===== config.mk =====
export PLATFORM = sky130hd
export DESIGN_NAME = icache_lru
export DESIGN_NICKNAME = d
export VERILOG_FILES = /design/src/icache_pkg.sv /design/src/icache_lru.sv
export VERILOG_INCLUDE_DIRS = /design/src
export SDC_FILE = /design/constraint.sdc
export NUM_CORES = 1
export LEC_CHECK = 0
export BUFFER_PORTS_ARGS = -buffer_cell sky130_fd_sc_hd__buf_2
export CORE_MARGIN = 1.5
export CORE_UTILIZATION = 30
export DETAILED_ROUTE_END_ITERATION = 12
export SLEW_MARGIN = 20
export SYNTH_ARGS = -nofsm -noshare
export SYNTH_HDL_FRONTEND = slang
export SYNTH_SLANG_ARGS = --single-unit

===== constraint.sdc =====
create_clock -name clk -period 1.7 [get_ports clk]
set_clock_uncertainty 0.15 [all_clocks]
set_input_delay 0.255 -clock clk [delete_from_list [all_inputs] [get_ports clk]]
set_output_delay 0.255 -clock clk [all_outputs]
set_load 0.01 [all_outputs]

===== src/icache_consts.svh =====
`ifndef ICACHE_CONSTS_SVH
`define ICACHE_CONSTS_SVH

// geometry
`define ICACHE_INDEX_W 4     // 16 sets
`define ICACHE_OFFSET_W 4    // 16 bytes per line
`define ICACHE_TAG_W (32 - `ICACHE_INDEX_W - `ICACHE_OFFSET_W)
`define ICACHE_LINE_W 128
`define ICACHE_DWORD_W 64    // fetch width, two instructions
`define ICACHE_WAYS 2

// andi r0, r0, 0
`define ICACHE_NOP 32'h0340_0000

// fetch address error
`define ICACHE_EXC_ADEF 7'h08

// beats minus one on the memory side
`define ICACHE_RLEN_LINE 8'd0
`define ICACHE_RLEN_UNC 8'd0

`endif

===== src/icache_pkg.sv =====
`include "icache_consts.svh"

package icache_pkg;

    typedef logic [31:0] addr_t;

    typedef logic [`ICACHE_INDEX_W-1:0] index_t;

    typedef logic [`ICACHE_TAG_W-1:0] tag_t;

    // valid bit on top of the tag
    typedef struct packed {
        logic valid;
        tag_t tag;
    } tagv_t;

    typedef logic [`ICACHE_LINE_W-1:0] line_t;

    typedef logic [`ICACHE_DWORD_W-1:0] dword_t;

    // one bit per way
    typedef logic [`ICACHE_WAYS-1:0] way_mask_t;

endpackage


===== src/icache_lru.sv =====
`timescale 1ns/10ps

module icache_lru import icache_pkg::*; (
    input  logic      clk,
    input  logic      rstn,
    input  index_t    i_index,
    input  logic      i_we,
    input  logic      i_used_way,
    output way_mask_t o_victim
);

    localparam int SETS = 2 ** $bits(index_t);

    // 1 means way 1 was touched last
    logic [SETS-1:0] last_used_q;

    always_ff @(posedge clk) begin
        if (!rstn) begin
            last_used_q <= '0;
        end else if (i_we) begin
            last_used_q[i_index] <= i_used_way;
        end
    end

    // victim is the way not used last
    assign o_victim = last_used_q[i_index] ? way_mask_t'(2'b01) : way_mask_t'(2'b10);

endmodule


[Word-level counts from Yosys, hierarchy flattened]
Cells that the tools add are included.
Word-level totals
  register bits after elaboration: 16
  latch bits: 0
  memory bits (writable): 0
  ROM bits: 0
  bits of input ports: 8
  output and inout bits: 2
  logic and storage cells: 10
  memories: 0
Cells by class
  $add $sub $neg: 0
  multiply operators: 0
  divide/modulo/power cells: 0
  magnitude comparators: 2
  equality and inequality tests: 0
  shift-type cells: 0
  multiplexer cells: 6
  bitwise logic cells: 0
  reductions and logical operators: 1
Operator list (number)
  $bwmux W16: 1
  $lt A4 B5 Y1 const B: 1
  $bmux W1 S4: 1
  $demux W1 S4: 1
  $ge A4 B1 Y1 const B: 1
  $mux W1: 2
  $mux W2: 1
  $logic_and A1 B1 Y1: 1

[Depth between registers and ports, before layout]
Gate-level depths: netlist of the first run.
  word-level depth: 5
  mapped depth: 4
  mapped depth without buffers: 3

[Worst setup path before layout of the first run]
OpenSTA, ideal clock, no wires.
  path type: input -> output
  start: input i_index[0]
  end: output o_victim[1]
  data arrival time: 1.144 ns
  required time: 1.295 ns
  slack: 0.151 ns
  cell stages on the path: 4
  buffers on the path: 1
  cells stage by stage: buf_6 mux4_2 nand2_1 and4_1
On the way
  word-level cells in the longest chain between the ends: 3
RTL lines
  start: declaration: line icache_lru.sv:6  | input index_t i_index,
  $bmux W1 S4: line icache_lru.sv:26  | assign o_victim = last_used_q[i_index] ? way_mask_t'(2'b01) : way_mask_t'(2'b10);
  $mux W1 (implied by the code): line icache_lru.sv:26
  $mux W2: line icache_lru.sv:26
  end: declaration: line icache_lru.sv:9  | output way_mask_t o_victim
Every way passes these cells. The select of a mux whose other input is x is not followed.

[Final worst setup path of the first run]
  start: register last_used_q[11]
  end: output o_victim[1]
On the way
  word-level cells in the longest chain between the ends: 3
RTL lines
  start: declaration: line icache_lru.sv:15  | logic [SETS-1:0] last_used_q;
  start signal: indexed assignment: line icache_lru.sv:21  | last_used_q[i_index] <= i_used_way;
  $bmux W1 S4: line icache_lru.sv:26
  $mux W1 (implied by the code): line icache_lru.sv:26
  $mux W2: line icache_lru.sv:26
Every way passes these cells. The select of a mux whose other input is x is not followed.

==> results of run 1 <==
routing by layer:
layer,wire length [um],share of wire,global-route usage
met1,1010,0.48,0.187
met2,985,0.47,0.208
met3,77,0.037,0.0207
met4,21,0.010,0.0476
met5,0,0,0
metrics by stage:
stage | total power, W | utilization
floorplan | 0.000451 | -
global placement | 0.000474 | 0.336
detailed placement | 0.000474 | 0.336
CTS | 0.000732 | 0.349
global route | 0.000766 | 0.352
finish | 0.000727 | 0.352
final cells by class:
class / count / area, sq um
clock buffer: 4 / 36.3
fill: 297 / 1770
inverter: 1 / 3.75
multi-input combinational: 73 / 483
sequential: 16 / 325
tap: 31 / 38.8
timing repair buffer: 13 / 75.1
worst register-to-register path, stage by stage, from the launching register on:
cell     delay [ns]
dfxtp_1        0.35
o21ai_0        0.09
a21oi_1        0.14
kinds of logic (layout without fill, tap and decap cells):
kind of cell    Yosys count  in the layout  synth area share
simple gates             37             37             0.259
compound gates           32             32             0.186
flops                    16             16             0.373
buf+inv                   8             18            0.0684
mux                       4              4             0.114
power groups by stage:
stage / clock network [W] / registers [W] / logic, W
5_1_grt: 0.000288 / 0.000382 / 0.0000957
2_1_floorplan: 0 / 0.000389 / 0.0000616
3_3_place_gp: 0 / 0.000390 / 0.0000836
6_report: 0.000257 / 0.000382 / 0.0000880
4_1_cts: 0.000265 / 0.000382 / 0.0000856
3_5_place_dp: 0 / 0.000390 / 0.0000842
cells in the mapped netlist:
cell type | n | area, sq um
a21oi_1 | 16 | 80.1
dfxtp_1 | 16 | 320
o21ai_0 | 16 | 80.1
nand3_1 | 14 | 70.1
nand4_1 | 5 | 31.3
nand2_1 | 4 | 15.0
clkbuf_1 | 3 | 11.3
and3b_2 | 2 | 20.0
buf_6 | 2 | 22.5
mux4_1 | 2 | 52.6
mux4_2 | 2 | 45.0
nand2b_1 | 2 | 12.5
nand3b_1 | 2 | 15.0
and2b_1 | 1 | 7.51
and2b_2 | 1 | 8.76
and3_2 | 1 | 7.51
and4_1 | 1 | 8.76
buf_4 | 1 | 7.51
clkbuf_8 | 1 | 13.8
inv_1 | 1 | 3.75
nor2_1 | 1 | 3.75
nor3b_1 | 1 | 7.51
or2_2 | 1 | 6.26
or3b_2 | 1 | 8.76
repair_timing:
item / CTS / global route
pin swaps: 2 / 2
endpoints found under the setup margin: 2 / 2
resized for setup: 6 / 3
final timing paths:
check                           slack, ns  depth (start not counted)                      endpoint
worst max-delay path                -0.18                          4                   o_victim[1]
worst min-delay path                 0.18                          3  last_used_q[13]$_SDFFE_PN0P_
worst max register to register       0.90                          2   last_used_q[9]$_SDFFE_PN0P_
worst min register to register       0.33                          2   last_used_q[2]$_SDFFE_PN0P_
==> results.py, run 1 <==
metrics = {
    "critical_path": {
        "path_max_fanout": 2,
        "endpoint_kind": "output pin",
        "worstPathArrival_ns": 1.47,
        "critPathKind": "flop to output pin",
        "worst_ep_required_time_ns": 1.29,
        "path_buf_inv": 1,
        "cp_slowest_cell": "mux4_2",
        "crit_start": "last_used_q[11]$_SDFFE_PN0P_",
        "reg2reg_from": "last_used_q[9]$_SDFFE_PN0P_",
        "path_delay_family": "multiplexers",
        "startpoint_type": "flop",
        "crit_path_cell_trace": "mux4_2, nand2_2, and4_1, buf_2",
        "max_stage_delay_ns": 0.47,
    },
    "run": {
        "drv_cap": 0,
    },
    "cells_and_area": {
        "finalNetCount": 116,
        "top_regs": "last_used_q (16)",
        "num_antenna_cells": 0,
        "layout_common_cells": "16 x o21ai_0, 16 x a21oi_1, 13 x nand3_1",
        "regMostFlops": "last_used_q",
        "stdcell_area_sq_um": 962,
        "largest_reg_flops": 16,
        "layout-drive-gt1-share": 0.318,
        "area_delta_synth_final_pct": 11.9,
        "finalNonFillerCells": 138,
    },
    "routing": {
        "drtAntennaViolNets": 0,
        "vias": 788,
        "routed_wl_mm": 2.09,
        "drc": 0,
        "routed_via_density": 5.71,
        "dr.first_iter.drc_count": 23,
        "avgRoutedWirePerCell_um": 15.2,
        "drt-pass1-iter-count": 4,
    },
    "timing": {
        "worst_pin_slew_ns": 0.509,
        "setup-tns-final_ns": -0.290,
        "holdWs_ns": 0.184,
        "finalCritPeriodShare": 1.10,
        "rsz0062_at_grt": "yes",
        "slew_viol_final": 0,
        "finalSetupViolCount": 2,
        "fmax_mhz": 533,
        "min_period_ns": 1.88,
        "slew_headroom": 0.660,
        "fin_ws_ns": -0.177,
        "hold_viol": 0,
    },
    "clocking": {
        "clk_latency_ns": 0.29,
        "cts_made_buffers": 3,
        "clk_pin_slew_ns": 0.10,
        "cts_max_path_buffers": 2,
        "cts_hold_buf": 0,
        "cts_root_buf": "clkbuf_4",
        "clock_sinks": 16,
        "cts_tree": "yes",
        "cts_max_level": 1,
        "cts_setup_buffers": 0,
    },
    "power_and_ir_drop": {
        "internal_power_w": 0.000542,
        "power_per_cell_area_mw_per_mm2": 756,
        "netSwitchingFraction": 0.254,
        "leakagePower_nw": 0.330,
        "worst_ir_drop_vdd_mv": 0.310,
        "seq_power_share": 0.525,
        "combPwrFrac": 0.121,
        "power_frac_clock": 0.354,
        "power.switching_w": 0.000185,
    },
    "die": {
        "fp.coreArea_sq_mm": 0.00273,
        "dieArea_sq_mm": 0.00320,
        "fp.dieW_um": 56.5,
        "rows": 19,
        "ios": 10,
        "start_util": 0.314,
        "die_y_um": 56.5,
    },
    "synthesis": {
        "netlist_area_sq_um": 860,
        "postSynthCellCount": 97,
        "synth_seq_cells": 16,
        "ys_seq_area_frac": 0.373,
        "yosys_warnings": 0,
        "synth.distinct_cells": 24,
        "syn_nets": 105,
        "syn-mean-instance-area_sq_um": 8.86,
    },
    "global_route": {
        "grt_pass1_wl_mm": 3.33,
        "grt-ovfl-total": 0,
        "grt_start_max_net_pins": 17,
        "grt_usage": 0.134,
        "grt_pass1_vias": 713,
        "antenna_found_initial": 0,
    },
    "worst_hold_path": {
        "hp-start": "i_index[3]",
        "hold_path_class": "input port to flop",
    },
    "place": {
        "hpwlAfterDp_mm": 1.45,
        "placed_cells": 134,
        "gp_congestion": 0.851,
        "dp_worst_setup_slack_ns": -0.112,
        "place_area_sq_um": 918,
        "io_buffers": 9,
    },
    "status": {
        "violations": "setup timing",
        "status": "complete, but fails checks",
    },
}
Power figures use the tool's default switching activity.
==> run 2: changes to the inputs <==
- REMOVE_ABC_BUFFERS: not set -> 1
- SETUP_SLACK_MARGIN: not set -> 0.2
==> run 2 against run 1 <==
Net effect:
- flip-flop and latch count did not move
- die area stayed put
- highest routed layer unchanged
- power is 0.76% higher
- wire length grew 0.48%
- design area decreased by 0.65%
- the flow still finishes with violations (setup timing)
- sequential power is essentially flat
- first-iteration DRC count grew 83%
- combinational power is 1% lower
- final cell count fell by 0.72%
- critical path depth did not move
- non-clock buffer count fell by 1
- critical path type unchanged
- critical endpoint unchanged
- largest cell class unchanged
- sequential share of layout area up 0.35 points
==> results.py, run 2 (synthesized netlist as in run 1, its figures left out) <==
metrics = {
    "clocking": {
        "cts_setup_buffers": 0,
        "cts_root_buf": "clkbuf_4",
        "clk_pin_slew_ns": 0.10,
        "clk_latency_ns": 0.29,
        "cts_hold_buf": 0,
        "cts_tree": "yes",
        "cts_max_level": 1,
        "clock_sinks": 16,
        "cts_made_buffers": 3,
        "cts_max_path_buffers": 2,
    },
    "die": {
        "fp.dieW_um": 56.5,
        "rows": 19,
        "fp.coreArea_sq_mm": 0.00273,
        "start_util": 0.314,
        "dieArea_sq_mm": 0.00320,
        "ios": 10,
        "die_y_um": 56.5,
    },
    "routing": {
        "dr.first_iter.drc_count": 42,
        "vias": 781,
        "drc": 0,
        "drtAntennaViolNets": 0,
        "routed_wl_mm": 2.10,
        "drt-pass1-iter-count": 5,
        "routed_via_density": 5.70,
        "avgRoutedWirePerCell_um": 15.4,
    },
    "global_route": {
        "grt_use_met2": 0.206,
        "antenna_found_initial": 0,
        "grt_pass1_vias": 690,
        "grt_usage": 0.140,
        "top_usage_layer": "met2",
        "grtUsageMet1": 0.201,
        "grt_start_max_net_pins": 17,
        "grt_pass1_wl_mm": 3.44,
        "grt-ovfl-total": 0,
        "grtUsageMet3": 0.0507,
    },
    "timing": {
        "hold_viol": 0,
        "slew_headroom": 0.644,
        "finalCritPeriodShare": 1.11,
        "rsz0062_at_grt": "yes",
        "fin_ws_ns": -0.185,
        "worst_pin_slew_ns": 0.534,
        "finalSetupViolCount": 2,
        "slew_viol_final": 0,
        "fmax_mhz": 531,
        "setup-tns-final_ns": -0.316,
        "min_period_ns": 1.88,
        "holdWs_ns": 0.180,
    },
    "cells_and_area": {
        "layout_common_cells": "16 x o21ai_0, 16 x a21oi_1, 13 x nand3_1",
        "finalNonFillerCells": 137,
        "top_regs": "last_used_q (16)",
        "num_antenna_cells": 0,
        "fill_cells": 275,
        "regMostFlops": "last_used_q",
        "layout-drive-gt1-share": 0.321,
        "finalNetCount": 115,
        "area_delta_synth_final_pct": 11.2,
        "largest_reg_flops": 16,
    },
    "power_and_ir_drop": {
        "combPwrFrac": 0.119,
        "worst_ir_drop_vdd_mv": 0.618,
        "power_frac_clock": 0.360,
        "leakagePower_nw": 0.326,
        "seq_power_share": 0.522,
        "power.total_w": 0.000733,
        "power_per_cell_area_mw_per_mm2": 766,
        "internal_power_w": 0.000541,
        "netSwitchingFraction": 0.262,
        "power.switching_w": 0.000192,
    },
    "critical_path": {
        "crit_start": "last_used_q[2]$_SDFFE_PN0P_",
        "reg2reg_from": "last_used_q[0]$_SDFFE_PN0P_",
        "path_max_fanout": 2,
        "endpoint_kind": "output pin",
        "critPathKind": "flop to output pin",
        "startpoint_type": "flop",
        "worst_ep_required_time_ns": 1.29,
        "worstPathArrival_ns": 1.48,
    },
    "worst_hold_path": {
        "hold_path_class": "input port to flop",
        "hp-start": "i_index[3]",
    },
    "run": {
        "drv_cap": 0,
    },
    "place": {
        "dp_worst_setup_slack_ns": -0.165,
        "hpwlAfterDp_mm": 1.46,
        "io_buffers": 9,
        "gp_congestion": 0.845,
        "placed_cells": 133,
    },
    "status": {
        "violations": "setup timing",
        "status": "complete, but fails checks",
    },
}
-- run 2: cell type report --
class	count	area, sq um	share of cell area
multi-input combinational	73	483	0.505
timing repair buffer	12	67.6	0.0707
tap	31	38.8	0.0406
inverter	1	3.75	0.00393
clock buffer	4	36.3	0.0380
sequential	16	327	0.342
-- run 2: stage by stage --
step,area (sq um),utilization
floorplan,805,-
global route,956,0.350
detailed placement,911,0.333
finish,956,0.350
CTS,947,0.346
global placement,911,0.333
-- run 2: layer usage --
layer  vias up  share of wire
li1        380              -
met1       373           0.49
met2        24           0.43
met3         4          0.071
met4         0         0.0071
met5         -              0
-- run 2: path summary, 6_finish.rpt --
path / to / slack, ns / cells past startpoint
hold reg to reg: last_used_q[3]$_SDFFE_PN0P_ / 0.34 / 2
setup reg to reg: last_used_q[0]$_SDFFE_PN0P_ / 0.89 / 2
hold / removal: last_used_q[15]$_SDFFE_PN0P_ / 0.18 / 3
setup / recovery: o_victim[1] / -0.18 / 4
-- run 2: worst max-delay path, cell delays in order (launching register included) --
cell     delay [ns]
dfxtp_1        0.33
mux4_2         0.47
nand2_2        0.09
and4_1         0.17
buf_2          0.12
-- run 2: power by group through the flow --
stage	registers (W)	clock network, W	logic, W
floorplan	0.000389	0	0.0000388
global placement	0.000390	0	0.0000824
detailed placement	0.000390	0	0.0000826
CTS	0.000382	0.000268	0.0000839
global route	0.000383	0.000288	0.0000937
finish	0.000382	0.000264	0.0000868
-- run 2: timing repair --
item                                   in CTS  in global routing
resized for setup                           5                  5
pin swaps                                   2                  1
gates cloned                                0                  0
endpoints found under the hold margin       0                  0
setup endpoints to repair                   2                  2
==> run 3: changes to the inputs <==
- CTS_CLUSTER_DIAMETER: not set -> 80
- PLACE_DENSITY: not set -> 0.46
==> run 3 against run 2 <==
Net effect:
- the flow still finishes with violations (setup timing)
- fmax increased by 1.4%
- wire length increased by 8.3%
- global-route usage increased by 1.5 points
- combinational power increased by 5.1%
- sequential share of layout area decreased by 0.21 points
- clock power decreased by 23%
- clock-buffer cell count decreased by 1
- via count increased by 0.90%
- largest cell class unchanged
- largest power group unchanged
==> results.py, run 3 (synthesized netlist as in run 1, its figures left out) <==
metrics = {
    "routing": {
        "wl_met2_mm": 1.09,
        "drc": 0,
        "highest-signal-layer": "met4",
        "vias": 788,
        "avgRoutedWirePerCell_um": 16.5,
        "wl_met1_mm": 1.06,
        "routed_via_density": 5.71,
        "drtAntennaViolNets": 0,
        "routed_wl_mm": 2.28,
        "route.met3.wl_um": 115,
        "drt-pass1-iter-count": 4,
        "dr.first_iter.drc_count": 51,
    },
    "clocking": {
        "clk_latency_ns": 0.28,
        "cts_tree": "yes",
        "cts_root_buf": "clkbuf_4",
        "clk_pin_slew_ns": 0.10,
        "cts_made_buffers": 3,
        "cts_setup_buffers": 0,
        "cts_max_level": 1,
        "clock_sinks": 16,
        "cts_max_path_buffers": 2,
    },
    "timing": {
        "hold_viol": 0,
        "slew_viol_final": 0,
        "slew_headroom": 0.650,
        "finalCritPeriodShare": 1.09,
        "min_period_ns": 1.86,
        "fin_ws_ns": -0.159,
        "holdWs_ns": 0.206,
        "finalSetupViolCount": 2,
        "worst_pin_slew_ns": 0.525,
        "rsz0062_at_grt": "yes",
        "fmax_mhz": 538,
    },
    "place": {
        "io_buffers": 9,
        "hpwlAfterDp_mm": 1.58,
        "placed_cells": 135,
        "gp_congestion": 0.748,
        "dp_worst_setup_slack_ns": -0.213,
    },
    "critical_path": {
        "critPathKind": "flop to output pin",
        "r2r_setup_slack_ns": 0.91,
        "startpoint_type": "flop",
        "path_delay_family": "multiplexers",
        "max_stage_delay_ns": 0.48,
        "path_max_fanout": 2,
        "endpoint_kind": "output pin",
        "path_buf_inv": 1,
        "worst_ep_required_time_ns": 1.29,
        "cp_slowest_cell": "mux4_2",
        "crit_path_cell_trace": "mux4_2, nand3_2, and4_1, buf_2",
        "worstPathArrival_ns": 1.45,
    },
    "global_route": {
        "grt_pass1_wl_mm": 3.75,
        "grt_start_max_net_pins": 17,
        "grt_usage": 0.155,
        "grt-ovfl-total": 0,
        "antenna_found_initial": 0,
        "grt_pass1_vias": 751,
    },
    "cells_and_area": {
        "largest_reg_flops": 16,
        "layout-drive-gt1-share": 0.290,
        "final_util": 0.348,
        "finalNetCount": 117,
        "num_antenna_cells": 0,
        "layout_common_cells": "16 x o21ai_0, 16 x a21oi_1, 14 x dfxtp_1",
        "fill_cells": 299,
        "area_delta_synth_final_pct": 10.6,
        "seqCellArea_sq_um": 323,
        "finalNonFillerCells": 138,
        "regMostFlops": "last_used_q",
        "top_regs": "last_used_q (16)",
        "multi_input_area_sq_um": 480,
    },
    "power_and_ir_drop": {
        "power_per_cell_area_mw_per_mm2": 710,
        "worst_ir_drop_vdd_mv": 0.326,
        "power.total_w": 0.000675,
        "leakagePower_nw": 0.326,
    },
    "die": {
        "start_util": 0.314,
        "rows": 19,
        "die_y_um": 56.5,
        "fp.coreArea_sq_mm": 0.00273,
        "ios": 10,
        "fp.dieW_um": 56.5,
        "dieArea_sq_mm": 0.00320,
    },
    "run": {
        "drv_cap": 0,
    },
    "status": {
        "status": "complete, but fails checks",
        "violations": "setup timing",
    },
    "worst_hold_path": {
        "hold_path_class": "input port to flop",
    },
}
-- run 3: path summary, 6_finish.rpt --
check | from | to | depth (start not counted)
max reg2reg | last_used_q[5]$_SDFFE_PN0P_ | last_used_q[5]$_SDFFE_PN0P_ | 2
min reg2reg | last_used_q[13]$_SDFFE_PN0P_ | last_used_q[13]$_SDFFE_PN0P_ | 2
max | last_used_q[15]$_SDFFE_PN0P_ | o_victim[1] | 4
min | i_used_way | last_used_q[10]$_SDFFE_PN0P_ | 3
-- run 3: layout make-up --
cell class	count	area share
multi-input combinational	73	0.505
sequential	16	0.339
tap	31	0.0408
timing repair buffer	14	0.0868
inverter	1	0.00395
clock buffer	3	0.0237
-- run 3: worst min-delay path: cells and delay by family --
| kind | cells | cell delay, ns |
|---|---|---|
| AND/OR/NAND/NOR | 1 | 0.10 |
| AO/OA/AOI/OAI | 1 | 0.05 |
| buffers and inverters | 1 | 0.20 |
-- run 3: through the flow --
stage | TNS, ns | cell area [sq um]
floorplan | 0 | 805
global placement | -0.264 | 926
CTS | -0.290 | 951
global route | -0.422 | 951
detailed placement | -0.351 | 926
finish | -0.265 | 951
-- run 3: metal layers --
| layer | up-vias | global-route usage |
|---|---|---|
| met2 | 16 | 0.244 |
| met1 | 387 | 0.200 |
| met4 | 0 | 0.0612 |
| met5 | - | 0 |
| li1 | 383 | - |
| met3 | 2 | 0.0415 |
-- run 3: repair_timing --
action	CTS	global route
pin swaps	3	1
gates resized for setup	6	0
endpoints found under the setup margin	2	2
hold buffers	0	0
-- run 3: power by group --
part           switching (W)   total, W  internal (W)
logic              0.0000580  0.0000912     0.0000331
clock network       0.000120   0.000202     0.0000823
registers         0.00000217   0.000382      0.000379
total               0.000180   0.000675      0.000495
